===== src/hw/seg_pkg.sv =====
// seven-segment scan display shared types
// digit values, active-low segment patterns, digit positions and anode enables
package seg_pkg;

	// display geometry
	localparam int NUM_SEGMENTS = 7; // segments a to g, no decimal point
	localparam int NUM_DIGITS   = 4; // four common-anode digits

	// one hex value as written by the host
	typedef logic [3:0] hex_digit_t; // 0 to f

	// segment pattern, active low
	// bit 6 is segment a, bit 0 is segment g
	// a 0 lights the segment
	typedef logic [NUM_SEGMENTS-1:0] seg_pattern_t;

	// digit position, 0 is the least significant digit
	typedef logic [$clog2(NUM_DIGITS)-1:0] digit_index_t;

	// anode enables, active high, one bit per digit position
	typedef logic [NUM_DIGITS-1:0] anode_t;

	// pattern with every segment dark
	localparam seg_pattern_t BLANK_PATTERN = '1;

	// segment bit positions inside seg_pattern_t
	//   a = 6   top bar
	//   b = 5   upper right
	//   c = 4   lower right
	//   d = 3   bottom bar
	//   e = 2   lower left
	//   f = 1   upper left
	//   g = 0   middle bar
	//
	//      aaa
	//     f   b
	//     f   b
	//      ggg
	//     e   c
	//     e   c
	//      ddd
	//
	// the scan token walks a, b, c ... g and wraps back to a
	// the digit scan walks position 0, 1, 2, 3 and wraps

endpackage


===== src/hw/scan_if.sv =====
// scan bus between timebase, digit mux and segment scanner
// carries the two scan enables, the current digit and its latched pattern
`timescale 1ns/1ps

interface scan_if;
	import seg_pkg::*;

	logic         dot_tick;       // one cycle per segment step
	logic         digit_tick;     // one cycle per digit window, lands on a dot_tick
	digit_index_t digit_index;    // digit to show next, valid with digit_tick
	seg_pattern_t active_pattern; // pattern of the digit currently lit

	// free-running counter side
	modport timebase (
		output dot_tick,
		output digit_tick,
		output digit_index
	);

	// anode driver picks up the digit and latches its pattern
	modport mux (
		input  digit_tick,
		input  digit_index,
		output active_pattern
	);

	// segment token walks the latched pattern
	modport scanner (
		input  dot_tick,
		input  active_pattern
	);

endinterface


===== src/hw/scan_timebase.sv =====
// scan timebase, one free-running counter for both scan rates
// decodes single-cycle segment and digit enables plus the digit index
`timescale 1ns/1ps

module scan_timebase #(
	parameter int DOT_SHIFT   = 3, // segment tick every 2**DOT_SHIFT cycles
	parameter int DIGIT_SHIFT = 4  // digit tick every 2**DIGIT_SHIFT segment ticks
) (
	input  logic       CLK,
	input  logic       reset,
	scan_if.timebase   tb
);
	import seg_pkg::*;

	// counter layout, lsb first
	//   [DOT_SHIFT-1:0]          cycles inside one segment step
	//   [DIGIT_LSB-1:DOT_SHIFT]  segment steps inside one digit window
	//   [CNT_W-1:DIGIT_LSB]      digit index
	localparam int DIGIT_LSB = DOT_SHIFT + DIGIT_SHIFT;
	localparam int CNT_W     = DIGIT_LSB + $bits(digit_index_t);

	logic [CNT_W-1:0] count; // free-running, wraps after a full scan

	always_ff @(posedge CLK) begin
		if (reset) begin
			count <= '0;
		end else begin
			count <= count + 1'b1; // counts every cycle, no enable
		end
	end

	// enables fire when the fields below them roll over to zero
	always_comb begin
		tb.dot_tick   = (count[DOT_SHIFT-1:0] == '0);
		tb.digit_tick = (count[DIGIT_LSB-1:0] == '0); // implies dot_tick
	end

	// index bits step on the same carry that raises digit_tick
	assign tb.digit_index = count[CNT_W-1:DIGIT_LSB];

endmodule


===== src/hw/digit_shift_store.sv =====
// digit store for the scan display
// decodes each written hex value to segments and shifts it in at digit 0
`timescale 1ns/1ps

module digit_shift_store (
	input  logic                                            CLK,
	input  logic                                            reset,
	input  logic                                            digit_valid,
	input  seg_pkg::hex_digit_t                             digit_value,
	output seg_pkg::seg_pattern_t [seg_pkg::NUM_DIGITS-1:0] patterns
);
	import seg_pkg::*;

	seg_pattern_t new_pattern; // decoded form of digit_value

	// hex to active-low segments, bit order a b c d e f g
	function automatic seg_pattern_t decode_hex(input hex_digit_t value);
		seg_pattern_t pat;
		case (value)
			4'h0:    pat = 7'b0000001;
			4'h1:    pat = 7'b1001111; // b c
			4'h2:    pat = 7'b0010010;
			4'h3:    pat = 7'b0000110;
			4'h4:    pat = 7'b1001100; // b c f g
			4'h5:    pat = 7'b0100100;
			4'h6:    pat = 7'b0100000;
			4'h7:    pat = 7'b0001111; // a b c
			4'h8:    pat = 7'b0000000; // everything on
			4'h9:    pat = 7'b0000100;
			4'ha:    pat = 7'b0001000; // A
			4'hb:    pat = 7'b1100000; // lower-case b
			4'hc:    pat = 7'b0110001; // C, a d e f
			4'hd:    pat = 7'b1000010; // lower-case d
			4'he:    pat = 7'b0110000; // E
			default: pat = 7'b0111000; // F
		endcase
		return pat;
	endfunction

	// decode ahead of the register so the store holds segment patterns only
	always_comb begin
		new_pattern = decode_hex(digit_value);
	end

	// shift register, position 0 is the least significant digit
	// a write pushes everything one place toward the msd
	always_ff @(posedge CLK) begin
		if (reset) begin
			for (int i = 0; i < NUM_DIGITS; i++) begin
				patterns[i] <= BLANK_PATTERN; // display starts dark
			end
		end else if (digit_valid) begin
			for (int i = NUM_DIGITS - 1; i > 0; i--) begin
				patterns[i] <= patterns[i-1]; // old msd falls off the end
			end
			patterns[0] <= new_pattern; // newest digit on the right
		end
	end

	// no ready, a write is taken on every cycle digit_valid is high
	// back-to-back writes shift once per cycle
	// the pattern is visible on patterns one cycle after the write edge
	//
	// patterns[3] is the leftmost digit on the board
	// patterns[0] is the rightmost digit on the board
	//
	// the mux reads this array only on its own digit tick
	// so a write in mid window shows up on the next visit to that digit
	// and the digit being lit never changes pattern half way through
	//
	// nothing here depends on the scan rate

endmodule


===== src/hw/digit_mux.sv =====
// anode driver for the scan display
// lights one digit per digit window and latches that digit's pattern
`timescale 1ns/1ps

module digit_mux (
	input  logic                                            CLK,
	input  logic                                            reset,
	input  seg_pkg::seg_pattern_t [seg_pkg::NUM_DIGITS-1:0] patterns,
	scan_if.mux                                             sc,
	output seg_pkg::anode_t                                 anodes
);
	import seg_pkg::*;

	anode_t next_anodes; // one-hot enable for the incoming digit

	// the incoming digit takes the only anode
	// the old one drops in the same edge, so no two digits overlap
	always_comb begin
		next_anodes = '0;
		next_anodes[sc.digit_index] = 1'b1;
	end

	always_ff @(posedge CLK) begin
		if (reset) begin
			anodes <= '0; // all digits off until the first window
		end else if (sc.digit_tick) begin
			anodes <= next_anodes;
		end
	end

	// pattern is frozen for the whole window
	// host writes during the window wait for the next visit
	always_ff @(posedge CLK) begin
		if (reset) begin
			sc.active_pattern <= BLANK_PATTERN; // scanner sees a dark digit
		end else if (sc.digit_tick) begin
			sc.active_pattern <= patterns[sc.digit_index];
		end
	end

	// anodes and active_pattern move on the same edge
	// the segment still lit from the last window belongs to the old digit
	// and is cleared by the scanner on its next step
	//
	// window order follows digit_index, 0 1 2 3 and wrap
	// with a window of at least seven segment ticks every segment
	// of the digit gets its turn before the anode moves on
	//
	// the anode stays on for the whole window, so the board sees
	// a short dark gap only where the segment token is on an unlit segment
	//
	// anodes are common anode enables, active high here
	// any board inversion belongs outside this block

endmodule


===== src/hw/segment_scanner.sv =====
// segment scanner for the scan display
// a one-hot token walks segments a to g and lights one segment at a time
`timescale 1ns/1ps

module segment_scanner (
	input  logic                  CLK,
	input  logic                  reset,
	scan_if.scanner               sc,
	output seg_pkg::seg_pattern_t segments
);
	import seg_pkg::*;

	// token bit i matches segment bit i of seg_pattern_t
	// bit 6 is segment a, so the token starts at the top and shifts down
	localparam seg_pattern_t TOKEN_AT_A = seg_pattern_t'(1) << (NUM_SEGMENTS - 1);

	logic [NUM_SEGMENTS-1:0] token;      // segment that takes its value next
	logic [NUM_SEGMENTS-1:0] prev_token; // segment the token just left
	logic [NUM_SEGMENTS-1:0] next_token; // token after this step

	// rotate toward g, g wraps back to a
	always_comb begin
		next_token = {token[0], token[NUM_SEGMENTS-1:1]};
	end

	// one place behind the token, for a that is g
	always_comb begin
		prev_token = {token[NUM_SEGMENTS-2:0], token[NUM_SEGMENTS-1]};
	end

	always_ff @(posedge CLK) begin
		if (reset) begin
			token <= TOKEN_AT_A;
		end else if (sc.dot_tick) begin
			token <= next_token;
		end
	end

	// per step the segment under the token follows the pattern
	// and the segment behind it is forced dark
	// every other segment already went dark on an earlier step
	always_ff @(posedge CLK) begin
		if (reset) begin
			segments <= BLANK_PATTERN; // all segments off
		end else if (sc.dot_tick) begin
			for (int i = 0; i < NUM_SEGMENTS; i++) begin
				if (token[i]) begin
					segments[i] <= sc.active_pattern[i]; // light if pattern says so
				end else if (prev_token[i]) begin
					segments[i] <= 1'b1; // switch off the one before
				end
			end
		end
	end

	// result is a single lit segment at most, which keeps the
	// current per digit flat no matter how many segments the digit uses
	//
	// the token is not resynced to the digit window
	// each window holds seven or more steps, so every segment gets a turn
	// the first lit segment after an anode change still shows the old digit
	// until the token passes the next segment
	//
	// dot_tick also lands on each digit_tick, so the step on the anode
	// change edge still uses the old active_pattern

endmodule


===== src/hw/seven_seg_scan_top.sv =====
// four-digit common-anode seven-segment scan display
// host shifts in hex digits, display is scanned one digit and one segment at a time
`timescale 1ns/1ps

module seven_seg_scan_top #(
	parameter int DOT_SHIFT   = 3, // segment step every 2**DOT_SHIFT cycles
	parameter int DIGIT_SHIFT = 4  // digit window of 2**DIGIT_SHIFT steps, 3 or more
) (
	input  logic                  CLK,
	input  logic                  reset,
	input  logic                  digit_valid, // one-cycle write strobe
	input  seg_pkg::hex_digit_t   digit_value, // hex value, enters at digit 0
	output seg_pkg::seg_pattern_t segments,    // active low, bit 6 is segment a
	output seg_pkg::anode_t       anodes       // active high, bit 0 is the lsd
);
	import seg_pkg::*;

	// decoded digits, position 0 is the least significant digit
	seg_pattern_t [NUM_DIGITS-1:0] patterns;

	// ticks, digit index and the latched pattern
	scan_if i_scan_if ();

	// counter and enable decode
	scan_timebase #(
		.DOT_SHIFT   (DOT_SHIFT),
		.DIGIT_SHIFT (DIGIT_SHIFT)
	) i_scan_timebase (
		.CLK   (CLK),
		.reset (reset),
		.tb    (i_scan_if.timebase)
	);

	// host write side
	digit_shift_store i_digit_shift_store (
		.CLK         (CLK),
		.reset       (reset),
		.digit_valid (digit_valid),
		.digit_value (digit_value),
		.patterns    (patterns)
	);

	// one anode per window, latches that digit's pattern
	digit_mux i_digit_mux (
		.CLK      (CLK),
		.reset    (reset),
		.patterns (patterns),
		.sc       (i_scan_if.mux),
		.anodes   (anodes)
	);

	// one segment lit at a time from the latched pattern
	segment_scanner i_segment_scanner (
		.CLK      (CLK),
		.reset    (reset),
		.sc       (i_scan_if.scanner),
		.segments (segments)
	);

	// write to visible segment latency
	//   one cycle into the store
	//   then up to a full scan of four windows before the mux visits that digit
	//   then the token has to reach the segment
	//
	// there is no back-pressure, every strobe is taken
	//
	// with the defaults a segment step is 8 cycles and a window 128 cycles
	// so one full scan of the display is 512 cycles
	//
	// anodes and segments come straight from registers
	// no output logic sits between the flops and the pins

endmodule


===== config.mk =====
export PLATFORM = sky130hd
export DESIGN_NAME = seven_seg_scan_top
export DESIGN_NICKNAME = d
export VERILOG_FILES = /design/src/hw/seg_pkg.sv /design/src/hw/scan_if.sv /design/src/hw/scan_timebase.sv /design/src/hw/digit_shift_store.sv /design/src/hw/digit_mux.sv /design/src/hw/segment_scanner.sv /design/src/hw/seven_seg_scan_top.sv
export SDC_FILE = /design/constraint.sdc
export NUM_CORES = 1
export LEC_CHECK = 0
export ABC_AREA = 0
export BUFFER_PORTS_ARGS = -buffer_cell sky130_fd_sc_hd__buf_2
export CAP_MARGIN = 10
export CORE_AREA = 2 2 73 75
export DETAILED_ROUTE_END_ITERATION = 8
export DIE_AREA = 0 0 75 77
export GPL_ROUTABILITY_DRIVEN = 1
export PLACE_DENSITY = 0.8
export SYNTH_ARGS = -nofsm -noshare
export SYNTH_HDL_FRONTEND = slang
export SYNTH_SLANG_ARGS = --single-unit

===== constraint.sdc =====
create_clock -name CLK -period 3.6 [get_ports CLK]
set_input_delay 0.36 -clock CLK [delete_from_list [all_inputs] [get_ports CLK]]
set_output_delay 0.36 -clock CLK [all_outputs]
set_load 0.02 [all_outputs]

# Word-level counts from Yosys, hierarchy flattened
# Memories as Yosys holds them, arrays and structs flattened. A register that Yosys moved wholly into a read port is not among the register bits.
# Index checks and enable logic that the tools add are counted.
# word_totals
ff_bits,55
mem_bits_ro,112
in_bits,7
out_inout_bits,11
wordCells,53
mem_count,1
# classes
add_sub_neg,1
order_cmp,2
muxes,18
n_reduce_logical,17
# mem_list
memory,words,width,rd,rd_clocked_by_memory_dff,write_ports,line_no,source
(no name shown),16,7,1,1,0,digit_shift_store.sv:19,case (value)
# op_table
cell,n
$mux 1,15
$bmux 7 s2,1
$reduce_and 2->1,7
$reduce_bool 2->1,7
$add 9x1->9 const B,1
$logic_not 7->1,1
$mux 7,1
$logic_not 3->1,1
$lt 2x3->1 const B,1
$demux 1 s2,1
$ge 2x1->1 const B,1
$logic_and 1x1->1,1

# Longest topological paths before layout
# depth
depth_word,4
ltp_mapped,8
ltp_nobuf,6

# Hierarchy
# A second synthesis with hierarchy kept.
# unflattened
hier_cells,283
hier_area_um2,2837.7
# by_module_without_submodules
module,n_inst,cells_each,area_per_inst_um2,seq_area_each_um2
digit_shift_store,1,127,1270.0,560.5
digit_mux,1,49,588.1,220.2
segment_scanner,1,60,564.3,280.3
scan_timebase,1,47,415.4,180.2

# Least setup slack after synthesis
# Ideal clock, no wire load.
# synth_path
path_type,input to register
startpoint,input digit_value[0]
endpoint,register i_digit_shift_store.patterns[3] (netlist name)
setup_time_ns,0.129
t_arrival_ns,1.339
required_ns,3.471
slack_ns,2.132
cell_stages,6
n_path_buf,0
cell_sequence,inv_1 ha_1 inv_1 mux4_2 mux2i_1 nand2_1
# synth_rtl
item,line_no,source
start: declaration,seven_seg_scan_top.sv:12,"input seg_pkg::hex_digit_t digit_value,"
end: declaration,digit_shift_store.sv:10,output seg_pkg::seg_pattern_t [seg_pkg::NUM_DIGITS-1:0] patterns

# Final worst setup path
# layout_path
startpoint,register i_scan_timebase.count[0]
endpoint,register i_digit_mux.anodes[0]
# layout_between
elab_chain_cells,1
# layout_rtl
item,line_no,source
start: declaration,scan_timebase.sv:22,logic [CNT_W-1:0] count;
start signal: assignment,scan_timebase.sv:28,count <= count + 1'b1;
$logic_not 7->1,scan_timebase.sv:35,tb.digit_tick = (count[DIGIT_LSB-1:0] == '0);
end signal: assignment,digit_mux.sv:27,anodes <= next_anodes;
end: declaration,digit_mux.sv:10,output seg_pkg::anode_t anodes
# No other way between the ends.
# A chain may end at the register's enable or synchronous reset.

==> flow_summary.ini <==
[clock_tree]
cts-resized-gates = 0
postCtsSetupRepairBufs = 0
htree_levels = 3
cts_tree = done
cts_hold_buf = 0
numCtsBuffers = 9
clock_latency_ns = 0.32
cts_num_sinks = 62
cts.clk_slew.worst_paths_ns = 0.07
cts_buffer_depth = 2
cts_root_buf = clkbuf_8

[floorplanning]
rows = 26
num_io_pins = 18
coreArea_sq_mm = 0.004977
start_util = 0.5397
die_width_microns = 75
die_height_microns = 77
dieArea_sq_mm = 0.005775

[power_and_ir_drop]
power_leakage_nw = 1.203
ir_drop_mv = 0.2736
p_per_area_mw_per_mm2 = 511.6

[sta]
setup_viol = 0
skew_ns = 0.006007
setup_ws_ns = 1.577
rsz0062_at_grt = false
post-route-period-util = 0.5620
drv_slew = 0
max_freq_mhz = 494.2
period_needed_ns = 2.023
worstMarginPinSlew_ns = 0.8147
relSlewSlack = 0.4569
tns_ns = 0
finalHoldViolations = 0

[detailed_routing]
vias = 2022
drtIter0Drc = 105
drt-total-wl_microns = 4851
drc_errors = 0
drt-wirelength-per-cell_microns = 12.77
firstDrtPassIters = 4
ant_nets = 0
routed_via_density = 5.321

[job]
maxCapViolCount = 0

[critical_path]
cp_slowest_cell = nor2b_1
setup.worst_path.start_class = register
max_stage_delay_ns = 0.49
critPathArrivalTime_ns = 2.28
criticalPathCategory = reg2reg
critPathRequiredTime_ns = 3.86
path_cells = inv_1 -> ha_1 -> nor2b_1 -> nand2_1 -> or3_1 -> a21oi_1
crit_path_end_kind = register
cp_max_fo = 12

[yosys]
synth-edff-count = 0
synth_cells = 294
synth-warning-count = 0
yosysTopAreaCellShare = 0.4620
synth_flop_cell = dfxtp_1
synth_top_area_cell = dfxtp_1
syn_area_per_cell_sq_um = 9.137
synthTopCellsByArea = dfxtp_1, nand2_1, mux2i_1, mux4_2, a21oi_1
ys_seq_area_frac = 0.4620
yosysUniqueCellTypes = 30
syn_area_sq_mm = 0.002686
synth_fp_nets = 310
async_flop_share = 0
synth_seq_cells = 62

[finish]
layout.nets = 321
antenna_cells = 0
mostFrequentLayoutCells = nand2_1, dfxtp_1, nor2_1, mux2i_1, a21oi_1
drive_gt1_frac = 0.1484
areaGrowthSynthToFinish_pct = 11.69
stdcell_area_sq_mm = 0.003000
final_common_cell = nand2_1

[global_route]
grt_overflow = 0
grt_pass1_vias = 1844
grt_max_degree = 35
grt_pass1_wl_microns = 8376
grt_usage = 0.1876
antenna_found_initial = 0

[placement]
place_hpwl_microns = 3225
place.gp.congestion = 0.8152
io_buffers = 17
place_ws_ns = 1.613
placed_area_sq_mm = 0.002781

[worst_hold_path]
hold_path.class = reg2reg

[run_status]
outcome = finished clean
[metal layers]
layer | share of wire | up-vias | GRT usage
met2 | 0.47 | 30 | 0.2763
met4 | 0.015 | 0 | 0.07857
li1 | - | 1022 | -
met5 | 0 | - | 0
met3 | 0.037 | 8 | 0.06045
met1 | 0.48 | 962 | 0.2500
[path summary, 6_finish.rpt]
check                                 startpoint                                  to  slack, ns  depth (start not counted)
max reg2reg  i_scan_timebase.count[0]$_SDFF_PP0_  i_digit_mux.anodes[0]$_SDFFE_PP0N_       1.58                          6
max          i_scan_timebase.count[0]$_SDFF_PP0_  i_digit_mux.anodes[0]$_SDFFE_PP0N_       1.58                          6
min reg2reg   i_digit_mux.anodes[3]$_SDFFE_PP0N_  i_digit_mux.anodes[3]$_SDFFE_PP0N_       0.47                          2
min           i_digit_mux.anodes[3]$_SDFFE_PP0N_  i_digit_mux.anodes[3]$_SDFFE_PP0N_       0.47                          2
[area by class of cell]
cell class	instances	area [sq um]
timing repair buffer	18	92.59
inverter	6	22.52
multi-input combinational	208	1338
clock buffer	13	178.9
fill	437	1977
clock inverter	3	40.04
sequential	62	1241
tap	70	87.58
[cell families (layout without fill, tap and decap cells)]
group,count (synthesis),in the layout,share of synthesized area
buffers and inverters,24,40,0.04005
multiplexers,36,36,0.1728
adder cells (fa/ha/maj),9,9,0.04192
AND/OR/NAND/NOR,115,115,0.1779
flip-flops,62,62,0.4620
XOR/XNOR,5,5,0.01630
AO/OA/AOI/OAI,43,43,0.08896
[state kept, by name, indices dropped and copies added, names as in the netlist]
| name | flops |
|---|---|
| i_digit_mux.sc.active_pattern | 7 |
| i_scan_timebase.count | 9 |
| i_segment_scanner.segments | 7 |
| i_digit_shift_store.patterns | 28 |
| i_digit_mux.anodes | 4 |
| i_segment_scanner.token | 7 |
[synth_stat cells (2+ instances only)]
library cell and count:
mux2_2 3, nor2_1 25, inv_1 5, clkbuf_1 7
nor2b_1 2, or3_1 3, xor2_1 2, buf_4 2
a21oi_1 23, o31ai_1 2, dfxtp_1 62, nor3_1 3
xnor2_1 3, o22ai_1 7, ha_1 9, mux2i_1 25
nand3b_1 2, nand2_1 71, mux4_2 8, nand2b_1 2
nand3_1 5, o21ai_0 8, buf_2 8
[worst max-delay path: cells and delay by family (launching register included)]
kind / cells / cell delay, ns
and+or+nand+nor: 3 / 1.27
DFF: 1 / 0.34
adders and majority gates: 1 / 0.15
AOI/OAI and AO/OA: 1 / 0.14
buffers and inverters: 1 / 0.07
[per-stage QoR]
step | hold slack, ns | util | std cells | power (mW)
4_1_cts | 0.4666 | 0.6028 | 380 | 1.550
3_5_place_dp | 0.4587 | 0.5588 | 364 | 0.9015
3_3_place_gp | 0.4492 | 0.5588 | 364 | 0.8965
5_1_grt | 0.4846 | 0.6028 | 380 | 1.606
6_report | 0.4667 | 0.6028 | 380 | 1.535
2_1_floorplan | 0.4359 | - | 294 | 0.8717
[power by group]
group / switching, mW / leakage, nW / internal, mW
sequential: 0.0257 / 0.507 / 0.719
clock: 0.254 / 0.115 / 0.393
combinational: 0.0856 / 0.581 / 0.0575
total: 0.366 / 1.20 / 1.17
Note: power is estimated with default switching activity, not from simulation.
